===== src/hw/pe_pkg.sv =====
`default_nettype none

package pe_pkg;

    // one weight, one activation and one truncated product share this width
    localparam int WORD_W = 16;

    // column and row coordinates wrap modulo 32
    localparam int COORD_W = 5;

    // weights held in the bank, and activations carried by one beat
    localparam int LANES = 4;

    // every weight meets every activation of a beat
    localparam int PROD_LANES = LANES * LANES;

    // a weight beat uses only its low 26 bits
    typedef struct packed {
        logic [77:0]              pad;
        logic [COORD_W-1:0]       row;
        logic [COORD_W-1:0]       col;
        logic signed [WORD_W-1:0] weight;
    } weight_beat_t;

    // an activation beat fills the whole word, lane 0 low in each field
    typedef struct packed {
        logic [LANES-1:0][COORD_W-1:0]       rows;
        logic [LANES-1:0][COORD_W-1:0]       cols;
        logic signed [LANES-1:0][WORD_W-1:0] acts;
    } act_beat_t;

    // the same input word is read as either beat kind.
    // The phase of the controller decides which view is meaningful
    typedef union packed {
        weight_beat_t w;
        act_beat_t    a;
    } beat_u;

    // the element never goes back to idle once it leaves it
    typedef enum logic [1:0] {
        idle        = 2'd0,
        load_weight = 2'd1,
        load_image  = 2'd2
    } phase_t;

endpackage

`default_nettype wire


===== src/hw/weight_bank.sv =====
`timescale 1ns/1ps
`default_nettype none

module weight_bank (
    input  wire                                        clk,
    input  wire                                        irst_n,
    input  wire                                        weight_we,
    input  wire  [1:0]                                 weight_slot,
    input  pe_pkg::weight_beat_t                       wbeat,
    output logic [pe_pkg::LANES*pe_pkg::WORD_W-1:0]    weights,
    output logic [pe_pkg::LANES*pe_pkg::COORD_W-1:0]   w_cols,
    output logic [pe_pkg::LANES*pe_pkg::COORD_W-1:0]   w_rows
);

    import pe_pkg::*;

    // one weight, column and row triple per slot, slot 0 in the low bits
    logic [LANES-1:0][WORD_W-1:0]  weight_q;
    logic [LANES-1:0][COORD_W-1:0] col_q;
    logic [LANES-1:0][COORD_W-1:0] row_q;

    always_ff @(posedge clk or negedge irst_n) begin
        if (!irst_n) begin
            weight_q <= '0;
            col_q    <= '0;
            row_q    <= '0;
        end else if (weight_we) begin
            // only the addressed slot changes, the others keep their weight
            weight_q[weight_slot] <= wbeat.weight;
            col_q[weight_slot]    <= wbeat.col;
            row_q[weight_slot]    <= wbeat.row;
        end
    end

    // the packed arrays flatten straight onto the output vectors.
    // A new weight is visible one cycle after its beat is accepted
    assign weights = weight_q;
    assign w_cols  = col_q;
    assign w_rows  = row_q;

endmodule

`default_nettype wire


===== config.mk =====
export PLATFORM = sky130hd
export DESIGN_NAME = weight_bank
export DESIGN_NICKNAME = d
export VERILOG_FILES = /design/src/hw/pe_pkg.sv /design/src/hw/weight_bank.sv
export SDC_FILE = /design/constraint.sdc
export NUM_CORES = 1
export LEC_CHECK = 0
export BUFFER_PORTS_ARGS = -buffer_cell sky130_fd_sc_hd__buf_2
export CAP_MARGIN = 40
export CORE_MARGIN = 8
export CORE_UTILIZATION = 48
export DETAILED_ROUTE_END_ITERATION = 12
export GPL_TIMING_DRIVEN = 0
export PLACE_DENSITY = 0.83
export SYNTH_ARGS = -nofsm -noshare
export SYNTH_HDL_FRONTEND = slang
export SYNTH_SLANG_ARGS = --single-unit

===== constraint.sdc =====
create_clock -name clk -period 1.92 [get_ports clk]
set_input_delay 0.288 -clock clk [delete_from_list [all_inputs] [get_ports clk]]
set_output_delay 0.288 -clock clk [all_outputs]
set_load 0.02 [all_outputs]

==> results.py <==
metrics = {
    "outcome": {
        "outcome": "completed",
    },
    "floorplanning": {
        "die_w_um": 106,
        "start_util": 0.485,
        "die_y_um": 106,
        "rows": 33,
        "ios": 213,
        "dieArea_sq_um": 11300,
        "core_sq_um": 8050,
    },
    "timing": {
        "period_needed_ps": 1330,
        "whs_ps": 198,
        "layout_worst_path_cycle_share": 0.694,
        "slew-limit-headroom": 0.614,
        "slew_violations": 0,
        "hold_viol": 0,
        "worst_slew_pin_slew_ps": 578,
        "rsz0062_at_grt": "no",
        "setup_viol": 0,
        "timing.final.ws_setup_ps": 587,
        "clock_skew_ps": 0,
        "fmax_mhz": 750,
    },
    "worst_hold_path": {
        "min_from": "wbeat[18]",
        "hold_path_class": "primary input to flop",
    },
    "power": {
        "p_per_area_nw_per_um2": 1200,
        "power_leakage_nw": 2.40,
        "vdd_ir_drop_max_v": 0.000553,
    },
    "global_routing": {
        "grt_pass1_wl_um": 14400,
        "grt_pass1_vias": 2672,
        "grt_overflow": 0,
        "grt_max_degree": 65,
        "grtUsageTotal": 0.162,
        "antenna_found_initial": 0,
    },
    "critical_path": {
        "cp-startpoint": "weight_we",
        "crit_chain": "buf_2 > nor3b_4 > buf_6 > mux2_2",
        "timing.rr.start": "weights[6]$_DFFE_PN0P_",
        "arrival_ps": 1570,
        "critPathLaunchType": "primary input",
        "worstSetupPathType": "primary input to flop",
        "critical_path.top_delay_family": "simple AND/OR/NAND/NOR gates",
        "slowest_stage": "nor3b_4",
        "slowest_delay_ps": 530,
        "cp-end-kind": "flop",
        "required_ps": 2160,
        "crit_buf_inv": 2,
        "crit_fanout": 10,
    },
    "drt": {
        "drt_iter0_markers": 68,
        "vias": 2392,
        "finalWirelength_um": 8970,
        "first_pass_iters": 4,
        "drc_errors": 0,
        "drt-vias-per-instance": 5.03,
        "ant_nets": 0,
        "wire_per_inst_um": 18.8,
    },
    "synth": {
        "ys_ff_latch": 104,
        "synth_cells": 220,
        "synth-seq-area-share": 0.667,
        "avgSynthCellArea_sq_um": 17.7,
        "syn-cell-area_sq_um": 3900,
        "ys_warn_count": 0,
        "synthDistinctLibCells": 8,
        "syn_nets": 329,
    },
    "layout": {
        "final_common_cell": "buf_2",
        "multiInputGateArea_sq_um": 1220,
        "nFillCells": 667,
        "drive_gt1_frac": 0.712,
        "ff_latch_area_sq_um": 2600,
        "fin_nets": 476,
        "final_cell_mix": "buf_2 (135), dfrtp_1 (104), mux2_2 (103)",
        "utilization": 0.618,
        "finish.instance_area_sq_um": 4980,
        "antenna_cells": 0,
        "syn_to_final_growth_pct": 27.6,
    },
    "clock_tree": {
        "ctsLongestPathBuffers": 2,
        "clkTransAtPathRegs_ps": 100,
        "tritoncts": "done",
        "htree_levels": 3,
        "worstSkewPairLatency_ps": 350,
        "root_buffer": "clkbuf_8",
        "cts_sinks": 104,
        "numCtsBuffers": 9,
    },
    "place": {
        "dpl_cell_area_sq_um": 4730,
        "place.detailed.hpwl_um": 6590,
        "preCtsSetupSlack_ps": 195,
        "gp_congestion": 0.702,
        "port_buffers": 134,
    },
    "run": {
        "maxCapViolCount": 0,
    },
}
-- kinds of logic after synthesis --
kind of cell | Yosys count | synth area share
mux | 104 | 0.300
flops | 104 | 0.667
buf+inv | 8 | 0.0199
simple gates | 4 | 0.0131
-- registers in the layout (all words and copies together) (netlist names) --
signal / flops
w_rows: 20
weights: 64
w_cols: 20
-- path summary, 6_finish.rpt --
check                           cells past startpoint                       to  slack, ps
worst max-delay path                                4    w_rows[2]$_DFFE_PN0P_        590
worst min-delay path                                2   w_cols[17]$_DFFE_PN0P_        200
worst max register to register                      1   weights[6]$_DFFE_PN0P_       1130
worst min register to register                      1   weights[1]$_DFFE_PN0P_        510
max in group asynchronous                           3  weights[46]$_DFFE_PN0P_        770
min in group asynchronous                           2  weights[55]$_DFFE_PN0P_        460
-- stage by stage --
step	instances	total power [mW]	setup TNS (ps)
3_3_place_gp	459	4.39	-45960
2_1_floorplan	220	3.78	0
4_1_cts	476	6.04	0
3_5_place_dp	460	4.46	0
5_1_grt	476	6.23	0
6_report	476	5.95	0
-- timing repair --
item / CTS / global route
hold buffers: 1 / 0
hold endpoints to repair: 40 / 0
setup buffers: 0 / 0
gates resized for setup: 0 / 0
-- layout make-up --
class,count,area share
sequential,104,0.523
clock buffer,10,0.0256
buffer,8,0.0156
multi-input combinational,108,0.246
clock inverter,5,0.0214
timing repair buffer,136,0.143
tap,105,0.0264
-- report_power, final --
group	internal, mW	switching [mW]	total [mW]	leakage (nW)
Clock	0.862	0.705	1.57	0.113
Combinational	0.643	0.942	1.59	1.05
Sequential	2.60	0.199	2.80	1.23
Total	4.11	1.85	5.95	2.40
-- per-layer routing --
layer  global-route usage  vias up  share of wire
li1                     -     1077              -
met1                0.195     1221           0.42
met2                0.265       82           0.48
met3               0.0538       12          0.082
met4               0.0603        0          0.014
met5                    0        -              0
-- synth_stat cells --
library cell | number | area [sq um]
nand3b_2 | 2 | 22.5
dfrtp_1 | 104 | 2600
mux2_1 | 1 | 11.3
nand3_2 | 1 | 10.0
mux2_2 | 103 | 1160
buf_6 | 6 | 67.6
buf_2 | 2 | 10.0
nor3b_4 | 1 | 18.8
No activity file was read; power rests on OpenSTA's default activity.
