## src/hw/pe_pkg.sv

```systemverilog
`default_nettype none

package pe_pkg;

    // one weight, one activation and one truncated product share this width
    localparam int WORD_W = 16;

    // column and row coordinates wrap modulo 32
    localparam int COORD_W = 5;

    // weights held in the bank, and activations carried by one beat
    localparam int LANES = 4;

    // every weight meets every activation of a beat
    localparam int PROD_LANES = LANES * LANES;

    // a weight beat uses only its low 26 bits
    typedef struct packed {
        logic [77:0]              pad;
        logic [COORD_W-1:0]       row;
        logic [COORD_W-1:0]       col;
        logic signed [WORD_W-1:0] weight;
    } weight_beat_t;

    // an activation beat fills the whole word, lane 0 low in each field
    typedef struct packed {
        logic [LANES-1:0][COORD_W-1:0]       rows;
        logic [LANES-1:0][COORD_W-1:0]       cols;
        logic signed [LANES-1:0][WORD_W-1:0] acts;
    } act_beat_t;

    // the same input word is read as either beat kind.
    // The phase of the controller decides which view is meaningful
    typedef union packed {
        weight_beat_t w;
        act_beat_t    a;
    } beat_u;

    // the element never goes back to idle once it leaves it
    typedef enum logic [1:0] {
        idle        = 2'd0,
        load_weight = 2'd1,
        load_image  = 2'd2
    } phase_t;

endpackage

`default_nettype wire

```

## src/hw/coord_gen.sv

```systemverilog
`timescale 1ns/1ps
`default_nettype none

module coord_gen (
    input  wire                                            clk,
    input  wire                                            irst_n,
    input  wire                                            act_fire,
    input  wire  [pe_pkg::LANES*pe_pkg::COORD_W-1:0]       w_cols,
    input  wire  [pe_pkg::LANES*pe_pkg::COORD_W-1:0]       w_rows,
    input  wire  [pe_pkg::LANES*pe_pkg::COORD_W-1:0]       a_cols,
    input  wire  [pe_pkg::LANES*pe_pkg::COORD_W-1:0]       a_rows,
    output logic [pe_pkg::PROD_LANES*pe_pkg::COORD_W-1:0]  out_cols,
    output logic [pe_pkg::PROD_LANES*pe_pkg::COORD_W-1:0]  out_rows
);

    import pe_pkg::*;

    logic [PROD_LANES*COORD_W-1:0] sum_cols;
    logic [PROD_LANES*COORD_W-1:0] sum_rows;

    genvar i;
    genvar j;

    // lane order matches the multiplier, weight slot i and activation lane j at 4*i+j
    generate
        for (i = 0; i < LANES; i++) begin : g_weight
            for (j = 0; j < LANES; j++) begin : g_act
                // 5-bit sums wrap around at 32 by themselves
                assign sum_cols[(i*LANES+j)*COORD_W +: COORD_W] =
                    a_cols[j*COORD_W +: COORD_W] + w_cols[i*COORD_W +: COORD_W];
                assign sum_rows[(i*LANES+j)*COORD_W +: COORD_W] =
                    a_rows[j*COORD_W +: COORD_W] + w_rows[i*COORD_W +: COORD_W];
            end
        end
    endgenerate

    // registered on the same strobe as data_out, so both arrive together
    always_ff @(posedge clk or negedge irst_n) begin
        if (!irst_n) begin
            out_cols <= '0;
            out_rows <= '0;
        end else if (act_fire) begin
            out_cols <= sum_cols;
            out_rows <= sum_rows;
        end
    end

endmodule

`default_nettype wire

```

## config.mk

```make
export PLATFORM = sky130hd
export DESIGN_NAME = coord_gen
export DESIGN_NICKNAME = d
export VERILOG_FILES = /design/src/hw/pe_pkg.sv /design/src/hw/coord_gen.sv
export SDC_FILE = /design/constraint.sdc
export NUM_CORES = 1
export LEC_CHECK = 0
export BUFFER_PORTS_ARGS = -buffer_cell sky130_fd_sc_hd__buf_2
export CORE_ASPECT_RATIO = 0.5
export CORE_MARGIN = 5
export CORE_UTILIZATION = 55
export DETAILED_ROUTE_END_ITERATION = 12
export GPL_TIMING_DRIVEN = 0
export PLACE_DENSITY = 0.8
export SYNTH_ARGS = -nofsm -noshare
export SYNTH_HDL_FRONTEND = slang
export SYNTH_SLANG_ARGS = --single-unit
export TNS_END_PERCENT = 1
```

## constraint.sdc

```tcl
create_clock -name clk -period 1.75 [get_ports clk]
set_clock_uncertainty 0.2 [all_clocks]
set_input_delay 0.175 -clock clk [delete_from_list [all_inputs] [get_ports clk]]
set_output_delay 0.175 -clock clk [all_outputs]
set_load 0.005 [all_outputs]
```

==> results.md <==
* Clock Sinks at 160
* Filler instances at roughly 1,600
* Max Root-Sink Buffers at 2
* Global-route wire length before repair at ~60 mm
* Post-CTS setup buffers at 0
* Final setup fails at 1
* Die W at 213 um
* Final WL at a little under 40 mm
* Fraction of layout cells with a size suffix above 1 at 28.3%
* Layout area overhead at 22.9%
* Inst Count DP at 1,635
* Setup crit start kind: input pin
* Fmax at about 0.57 GHz
* Post-route antenna net violation count at 0
* Cell Pwr Density at 905 nW/um^2
* CP Data Arrival Time at between 1.5 and 2 ns
* Nets@finish at 1,663
* Vias in the first global route at between 10,000 and 15,000
* Worst Setup Path Type: input pin to flip-flop
* RSZ-0062 raised after global routing: true
* Outcome: complete, but fails checks
* Commonest cells in the netlist: dfrtp_1 (160), inv_1 (132), ha_1 (128)
* Static Leakage at between 6 and 7 nW
* Post-synth cell types at 28
* Slew @ Worst Pin at roughly 0.69 ns
* Post-DP Area at between 10,000 and 15,000 sq um
* Initial antenna violation count at 2
* Rows at 37
* Pin count of the biggest net entering global routing at 119
* Syn Nets at ~1,400
* Final hold vios at 0
* Max_slew headroom at between 50 and 60%
* Ports at 243
* Worst-Skew Late Latency at roughly 0.44 ns
* Area share of the largest cell type after synthesis at between 30% and 40%
* Worst Setup End Kind: flip-flop
* Worst Path Max Fanout at 4
* Mapped cell area at ~11,000 sq um
* Setup slack after layout at -0.0104 ns
* Routability cong. at 0.970
* Main flop type after synthesis: dfrtp_1
* Final Instance Area at between 10,000 and 15,000 sq um
* Die area at 23,800 sq um
* Gate Count Post-Synth at about 1,100
* Worst hold path type: input pin to async pin
* #FFs+latches synth at 160
* Gr ovfl total at 0
* CTS tree: built
* Iteration-0 DRC Markers at between 800 and 900
* Via-to-Cell Ratio at between 6 and 7
* Vias at between 10,000 and 15,000
* Starting Density at 55.6%
* Most frequent cell after synthesis: dfrtp_1
* IO Port Bufs at between 200 and 250
* CTS Buf Count at 17
* Die Y at between 100 and 150 um
* DRC viols at 0
* Fraction of registers with async set/reset at 100%
* Leading area contributor after synthesis: dfrtp_1
* Detailed Place HPWL at just under 30 mm
* Max VDD drop at 0.706 mV
* WP data required at about 1.9 ns
* Fin cells at between 1,500 and 2,000
* Final Util at 68.4%
* TritonRoute pass-1 iters at 5
* Minimum clock period at around 1.8 ns
* YS warnings at 0
* CORE AREA at between 20,000 and 25,000 sq um
* Post-synth EDFFs at 0
* Max Slew Vio Count at 0
* Worst-path clk slew at roughly 0.07 ns
* Largest cells by area after synthesis: dfrtp_1 (35%), ha_1 (14%), mux2_2 (6.3%)
* Max-Cap Viols at 0
* CTS root buffer: clkbuf_16
* Sequential area share after synthesis at a little over a third
* Final Cycle Share at 101%
* Syn_area_per_cell at 10.1 sq um
* PnR Total Power at about 13 mW
* WL per Instance at 22.6 um
* H-Tree Depth at 4
* Worst R2R Setup Slack at roughly 0.60 ns
* Violated checks: setup timing
* Tot GR Track Use at around 32%
==> per-stage QoR <==
stage                     hold slack (ns)  setup slack, ns  setup TNS, ns
after CTS                          0.0243           0.0358              0
after detailed placement           -0.108           -0.304         -13.00
after global placement              0.263            -2.24        -364.81
after floorplan                    -0.321            0.165              0
after global routing               0.0514          -0.0316        -0.0316
final                              0.0139          -0.0104        -0.0104
==> area by class of cell <==
class | count | area [sq um] | area share [%]
Inverter | 133 | 499 | 3.58
Clock inverter | 6 | 155 | 1.11
Tap cell | 273 | 342 | 2.45
Clock buffer | 22 | 484 | 3.47
Multi-Input combinational cell | 788 | 6650 | 47.6
Buffer | 46 | 216 | 1.55
Antenna cell | 2 | 5.00 | 0.0359
Sequential cell | 160 | 4000 | 28.7
Timing Repair Buffer | 274 | 1600 | 11.5
==> worst max-delay path: stages <==
cell	delay [ns]
dlygate4sd3_1	0.55
buf_2	0.19
xor2_2	0.20
dlygate4sd3_1	0.59
nand3_1	0.08
a31oi_1	0.16
==> routing by layer <==
metal | global-route usage [%] | part of all wire [%] | vias to the layer above
li1 | - | - | 4592
met1 | 41.5 | 41 | 5057
met2 | 53.0 | 47 | 498
met3 | 7.66 | 8.4 | 119
met4 | 13.0 | 3.8 | 2
met5 | 0 | 0.018 | -
==> what timing repair did <==
action	CTS	global route
hold buffers	40	0
endpoints found under the hold margin	197	0
endpoints found under the setup margin	0	2
gates resized for setup	0	6
==> power by group <==
group	internal, mW	switching (mW)
sequential	4.35	0.386
clock	2.65	1.62
combinational	1.72	1.91
total	8.73	3.91
==> sequential cells by signal, summed over array words and instances, names as in the netlist <==
signal    count
out_rows     80
out_cols     80
==> kinds of logic (layout without fill, tap and decap cells) <==
kind of cell	Yosys count	count (layout)	synth area share, %
other	0	2	0
and+or+nand+nor	308	308	15.1
xor gates and xnor gates	64	64	4.94
buffers and inverters	179	481	6.31
DFF	160	160	35.3
adders and majority gates	160	160	19.8
muxes	64	64	6.35
AOI/OAI and AO/OA	192	192	12.3
==> final timing paths <==
check,start,end,cells past startpoint
max in group asynchronous,irst_n,out_rows[36]$_DFFE_PN0P_,3
max,w_rows[19],out_rows[64]$_DFFE_PN0P_,6
max reg2reg,out_cols[74]$_DFFE_PN0P_,out_cols[74]$_DFFE_PN0P_,2
min,irst_n,out_cols[51]$_DFFE_PN0P_,2
min reg2reg,out_cols[21]$_DFFE_PN0P_,out_cols[21]$_DFFE_PN0P_,2
min in group clk,w_rows[13],out_rows[59]$_DFFE_PN0P_,5
==> cells in the final DEF (no fill, tap or decap), types with 2 or more instances in the layout <==
master | synthesis | final
or4_1 | 32 | 32
xor2_1 | 6 | 4
nand4_1 | 32 | 32
xnor2_1 | 58 | 58
buf_1 | 3 | 3
mux2_2 | 64 | 64
clkbuf_1 | 20 | 21
diode_2 | 0 | 2
dfrtp_1 | 160 | 160
dlygate4sd3_1 | 0 | 39
buf_4 | 1 | 3
a21oi_1 | 44 | 44
clkbuf_8 | 0 | 4
nor2_1 | 38 | 38
xor2_2 | 0 | 2
buf_2 | 20 | 251
or3_1 | 32 | 32
nor2b_1 | 52 | 52
nand2_1 | 58 | 58
o2111a_1 | 26 | 26
inv_1 | 132 | 132
o2111ai_1 | 32 | 32
ha_1 | 128 | 128
a311o_1 | 26 | 26
fa_1 | 32 | 32
a31oi_1 | 6 | 6
or2_2 | 52 | 52
nand3_1 | 12 | 12
a21o_1 | 6 | 6
o21ai_0 | 52 | 52
bufinv_16 | 0 | 5
clkbuf_16 | 0 | 17
buf_6 | 2 | 2
(Power assumes the default switching activity.)
