File: src/hw/pe_pkg.sv
`default_nettype none

package pe_pkg;

    // one weight, one activation and one truncated product share this width
    localparam int WORD_W = 16;

    // column and row coordinates wrap modulo 32
    localparam int COORD_W = 5;

    // weights held in the bank, and activations carried by one beat
    localparam int LANES = 4;

    // every weight meets every activation of a beat
    localparam int PROD_LANES = LANES * LANES;

    // a weight beat uses only its low 26 bits
    typedef struct packed {
        logic [77:0]              pad;
        logic [COORD_W-1:0]       row;
        logic [COORD_W-1:0]       col;
        logic signed [WORD_W-1:0] weight;
    } weight_beat_t;

    // an activation beat fills the whole word, lane 0 low in each field
    typedef struct packed {
        logic [LANES-1:0][COORD_W-1:0]       rows;
        logic [LANES-1:0][COORD_W-1:0]       cols;
        logic signed [LANES-1:0][WORD_W-1:0] acts;
    } act_beat_t;

    // the same input word is read as either beat kind.
    // The phase of the controller decides which view is meaningful
    typedef union packed {
        weight_beat_t w;
        act_beat_t    a;
    } beat_u;

    // the element never goes back to idle once it leaves it
    typedef enum logic [1:0] {
        idle        = 2'd0,
        load_weight = 2'd1,
        load_image  = 2'd2
    } phase_t;

endpackage

`default_nettype wire

File: src/hw/pe_ctrl.sv
`timescale 1ns/1ps
`default_nettype none

module pe_ctrl (
    input  wire         clk,
    input  wire         irst_n,
    input  wire         in_valid,
    input  wire  [15:0] pixels,
    output logic        weight_we,
    output logic [1:0]  weight_slot,
    output logic        act_fire
);

    import pe_pkg::*;

    phase_t      state;
    logic [1:0]  slot_cnt;
    logic [15:0] act_cnt;
    logic [15:0] act_cnt_inc;

    // the counters only move on accepted beats, so idle gaps are harmless
    assign act_cnt_inc = act_cnt + 16'd1;

    // weight beats arrive in idle and load_weight and always go to the slot counter
    assign weight_we   = in_valid && ((state == idle) || (state == load_weight));
    assign weight_slot = slot_cnt;

    // every valid beat seen in the image phase is an activation beat
    assign act_fire = in_valid && (state == load_image);

    always_ff @(posedge clk or negedge irst_n) begin
        if (!irst_n) begin
            state    <= idle;
            slot_cnt <= 2'd0;
            act_cnt  <= 16'd0;
        end else if (in_valid) begin
            case (state)
                idle: begin
                    // this first beat is slot 0, written in the same cycle
                    state    <= load_weight;
                    slot_cnt <= 2'd1;
                end
                load_weight: begin
                    // the slot counter wraps back to 0 after slot 3
                    slot_cnt <= slot_cnt + 2'd1;
                    if (slot_cnt == 2'd3) begin
                        state   <= load_image;
                        act_cnt <= 16'd0;
                    end
                end
                load_image: begin
                    // the last activation beat of an image hands back to weight loading
                    if (act_cnt_inc == pixels) begin
                        state    <= load_weight;
                        act_cnt  <= 16'd0;
                        slot_cnt <= 2'd0;
                    end else begin
                        act_cnt <= act_cnt_inc;
                    end
                end
                default: begin
                    state    <= idle;
                    slot_cnt <= 2'd0;
                    act_cnt  <= 16'd0;
                end
            endcase
        end
    end

endmodule

`default_nettype wire

File: config.mk
export PLATFORM = sky130hd
export DESIGN_NAME = pe_ctrl
export DESIGN_NICKNAME = d
export VERILOG_FILES = /design/src/hw/pe_pkg.sv /design/src/hw/pe_ctrl.sv
export SDC_FILE = /design/constraint.sdc
export NUM_CORES = 1
export LEC_CHECK = 0
export ABC_AREA = 1
export ABC_CLOCK_PERIOD_IN_PS = 2850
export BUFFER_PORTS_ARGS = -buffer_cell sky130_fd_sc_hd__buf_2
export CAP_MARGIN = 20
export CORE_ASPECT_RATIO = 0.8
export CORE_UTILIZATION = 50
export CTS_BUF_LIST = sky130_fd_sc_hd__clkbuf_2
export CTS_CLUSTER_DIAMETER = 40
export DETAILED_ROUTE_END_ITERATION = 10
export PLACE_DENSITY = 0.78
export SYNTH_ARGS = -nofsm -noshare
export SYNTH_HDL_FRONTEND = slang
export SYNTH_SLANG_ARGS = --single-unit
File: constraint.sdc
create_clock -name clk -period 2.85 [get_ports clk]
set_clock_uncertainty 0.15 [all_clocks]
set_input_delay 0.285 -clock clk [delete_from_list [all_inputs] [get_ports clk]]
set_output_delay 0.285 -clock clk [all_outputs]
set_load 0.05 [all_outputs]
==> run_results.csv <==
group,metric,value,unit
drt,drt_wl_total,3.720,mm
run,maxCapViolations,0,
cts,cts_max_path_buffers,2,
drt,drt_iter0_drc,86,
floorplanning,fp.coreArea,3063,µm²
setup_path,crit_arrival,2.53,ns
setup_path,crit_top_cell,"nand2_1",
timing,worst-slew-pin-transition,0.4699,ns
power_and_ir_drop,power.total,1.411,mW
place,dp_hpwl,2.889,mm
setup_path,critPathKind,"reg -> reg",
drt,routed_via_density,5.207,
drt,vias,1661,
finish,layout_common_cells,"90 x nand2_1, 36 x inv_1, 31 x nand3_1, 22 x buf_2, 20 x dfrtp_1",
cts,cts_buffers,3,
logic_synthesis,synth.area.top_cells,"dfrtp_1 31%, nand2_1 21%, nand3_1 9.7%",
global_route,grtUsageTotal,25.31,%
finish,num-fill-cells,307,
global_route,grt_remaining_overflow,0,
drt,wl_per_cell,11.66,µm
timing,finalCritPeriodShare,85.12,%
drt,drc,0,
global_route,grt_pass1_wl,6.541,mm
setup_path,crit_buf_inv,1,
cts,cts.sinks,20,
finish,drive_gt1_share,14.70,%
setup_path,end_kind,"flip-flop",
timing,finalSetupTns,0,ns
logic_synthesis,yosysTopAreaCellShare,31.18,%
setup_path,path_cells,"ha_1 -> nand2_2 -> inv_1 -> o21ai_0 -> nand2_1 -> nor2_1 -> nand2_1 -> nor2_1 -> nand3_1 -> nor2_1 -> nand2_2 -> nand2_4 -> nand2_1 -> nand2_1 -> o21ai_1",
global_route,first_global_vias,1510,
floorplanning,fp.dieH,52.68,µm
cts,h-tree-depth,1,
logic_synthesis,synth-seq-area-share,31.18,%
drt,postRouteAntennaNets,0,
cts,clk_pin_slew,0.20,ns
worst_hold_path,hold_class,"in -> reg",
setup_path,worst_setup_path_start_kind,"flip-flop",
logic_synthesis,yosys_warnings,0,
floorplanning,initial_core_util,52.41,%
timing,relSlewSlack,68.67,%
power_and_ir_drop,seqPwrFrac,38.5,%
power_and_ir_drop,swShare,46.19,%
floorplanning,die_width,65.35,µm
cts,clk_latency,0.34,ns
power_and_ir_drop,cell_internal_pwr,0.7594,mW
cts,cts_resized,0,
power_and_ir_drop,worst_ir_drop_vdd,0.5004,mV
logic_synthesis,synth_area_per_cell,6.320,µm²
place,port_buffers,22,
cts,cts_root_buffer,"clkbuf_2",
logic_synthesis,yosys-mux-area-fraction,0,%
logic_synthesis,synth-xor-area-share,1.637,%
power_and_ir_drop,power_density,780.0,nW/µm²
timing,min_period,2.426,ns
timing,maxSlewViolCount,0,
place,place_congestion,0.8327,
status,status,"finished clean",
setup_path,critical_path.top_delay_family,"simple AND/OR/NAND/NOR gates",
timing,finalHoldViolations,0,
global_route,antenna_found_initial,0,
logic_synthesis,yosys.area_share.simple,48.87,%
timing,rsz0062_at_grt,"false",
power_and_ir_drop,p_sw,0.6518,mW
power_and_ir_drop,leakagePower,0.9443,nW
floorplanning,pin_count,23,
finish,antenna_cells,0,
logic_synthesis,synthAdderAreaFrac,1.559,%
logic_synthesis,synth-seq-cells,20,
finish,final_common_cell,"nand2_1",
finish,multi_input_area,947.2,µm²
setup_path,required,2.95,ns
logic_synthesis,synth_area,1605,µm²
logic_synthesis,synthCells,254,
power_and_ir_drop,clockPowerShare,15.4,%
logic_synthesis,ys_types,24,
floorplanning,rows,18,
setup_path,critPathMaxFanout,13,
timing,setup_viol,0,
global_route,grt_max_degree,25,
finish,regArea,500.5,µm²
drt,dr.pass1.iters,4,
logic_synthesis,synth_fp_nets,275,
power_and_ir_drop,power_frac_comb,46.1,%
timing,fmax,0.4122,GHz
setup_path,crit_slowest_cell,"dfrtp_1",
floorplanning,die-area,3443,µm²
logic_synthesis,yosysTopAreaCell,"dfrtp_1",
finish,syn_to_final_growth,12.70,%
cts,cts_tree,"yes",
logic_synthesis,synth_compound_area_share,6.937,%
logic_synthesis,synth_top_family_by_area,"simple AND/OR/NAND/NOR gates",
setup_path,slowest_delay,0.45,ns
finish,layout.nets,301,
-- cells in the mapped netlist --
cell and number:
o21ai_1 1, dfrtp_1 20, nand3_1 31, o21ai_0 3
nor2_4 2, nand3_2 1, inv_1 36, nand3b_1 4
a21oi_1 2, ha_1 2, inv_2 1, nand2_1 90
nor3_1 2, nand4_2 1, buf_6 1, clkbuf_1 2
nand4_1 11, nor2_1 19, xnor2_1 1, xor2_1 2
nand2_4 2, o22ai_1 13, nor2_2 3, nand2_2 4
-- state kept, by name, indices dropped and copies added, names as in the netlist --
signal / cells
act_cnt: 16
state: 2
weight_slot: 2
-- logic make-up after synthesis --
| family | count (synthesis) |
|---|---|
| buffers and inverters | 40 |
| flip-flops | 20 |
| AND/OR/NAND/NOR | 170 |
| AO/OA/AOI/OAI | 19 |
| adder cells (fa/ha/maj) | 2 |
| XOR/XNOR | 3 |
-- final timing paths --
check,startpoint,end,slack (ns),cells past startpoint
min,in_valid,state[1],0.06,3
min in group asynchronous,irst_n,act_cnt[7],0.24,2
max in group asynchronous,irst_n,act_cnt[13],1.99,2
min reg2reg,weight_slot[0],weight_slot[0],0.41,2
max,act_cnt[0],weight_slot[1],0.42,15
max reg2reg,act_cnt[0],weight_slot[1],0.42,15
-- stage by stage --
step                util (%)  std cells  hold WS (ns)  instance area [µm²]  setup WS (ns)
global route           59.07        319       0.04404                 1809         0.1656
CTS                    59.07        319       0.05074                 1809         0.4268
finish                 59.07        319       0.06198                 1809         0.4242
global placement       57.27        314        0.1167                 1754         0.4804
detailed placement     57.27        314        0.1233                 1754         0.4576
floorplan                  -        254       -0.1606                 1605         0.8057
-- power by group through the flow --
stage | registers, mW | logic (mW) | clock network [mW]
2_1_floorplan | 0.546 | 0.492 | 0
3_3_place_gp | 0.546 | 0.638 | 0
3_5_place_dp | 0.548 | 0.649 | 0
4_1_cts | 0.542 | 0.652 | 0.221
5_1_grt | 0.567 | 0.752 | 0.233
6_report | 0.544 | 0.651 | 0.217
-- repair_timing --
item,CTS,global route
buffers inserted,0,0
endpoints found under the hold margin,20,0
hold buffers,1,0
-- worst min-delay path, delay by kind of cell --
| kind | cells | cell delay (ns) |
|---|---|---|
| buf+inv | 1 | 0.13 |
| simple gates | 2 | 0.12 |
-- metal layers --
layer | up-vias | global-route usage, % | wire length [µm]
met5 | - | 0 | 0
met4 | 0 | 7.971 | 34
met3 | 4 | 4.565 | 252
met2 | 40 | 40.38 | 1582
met1 | 745 | 34.63 | 1850
li1 | 872 | - | -
-- final cells by class --
| class | count | area share [%] |
|---|---|---|
| Multi-Input combinational cell | 194 | 52.35 |
| Sequential cell | 20 | 27.66 |
| Inverter | 37 | 7.676 |
| Timing Repair Buffer | 24 | 7.054 |
| Tap cell | 40 | 2.766 |
| Clock inverter | 1 | 1.660 |
| Clock buffer | 3 | 0.8299 |
Note: power is estimated with default switching activity, not from simulation.
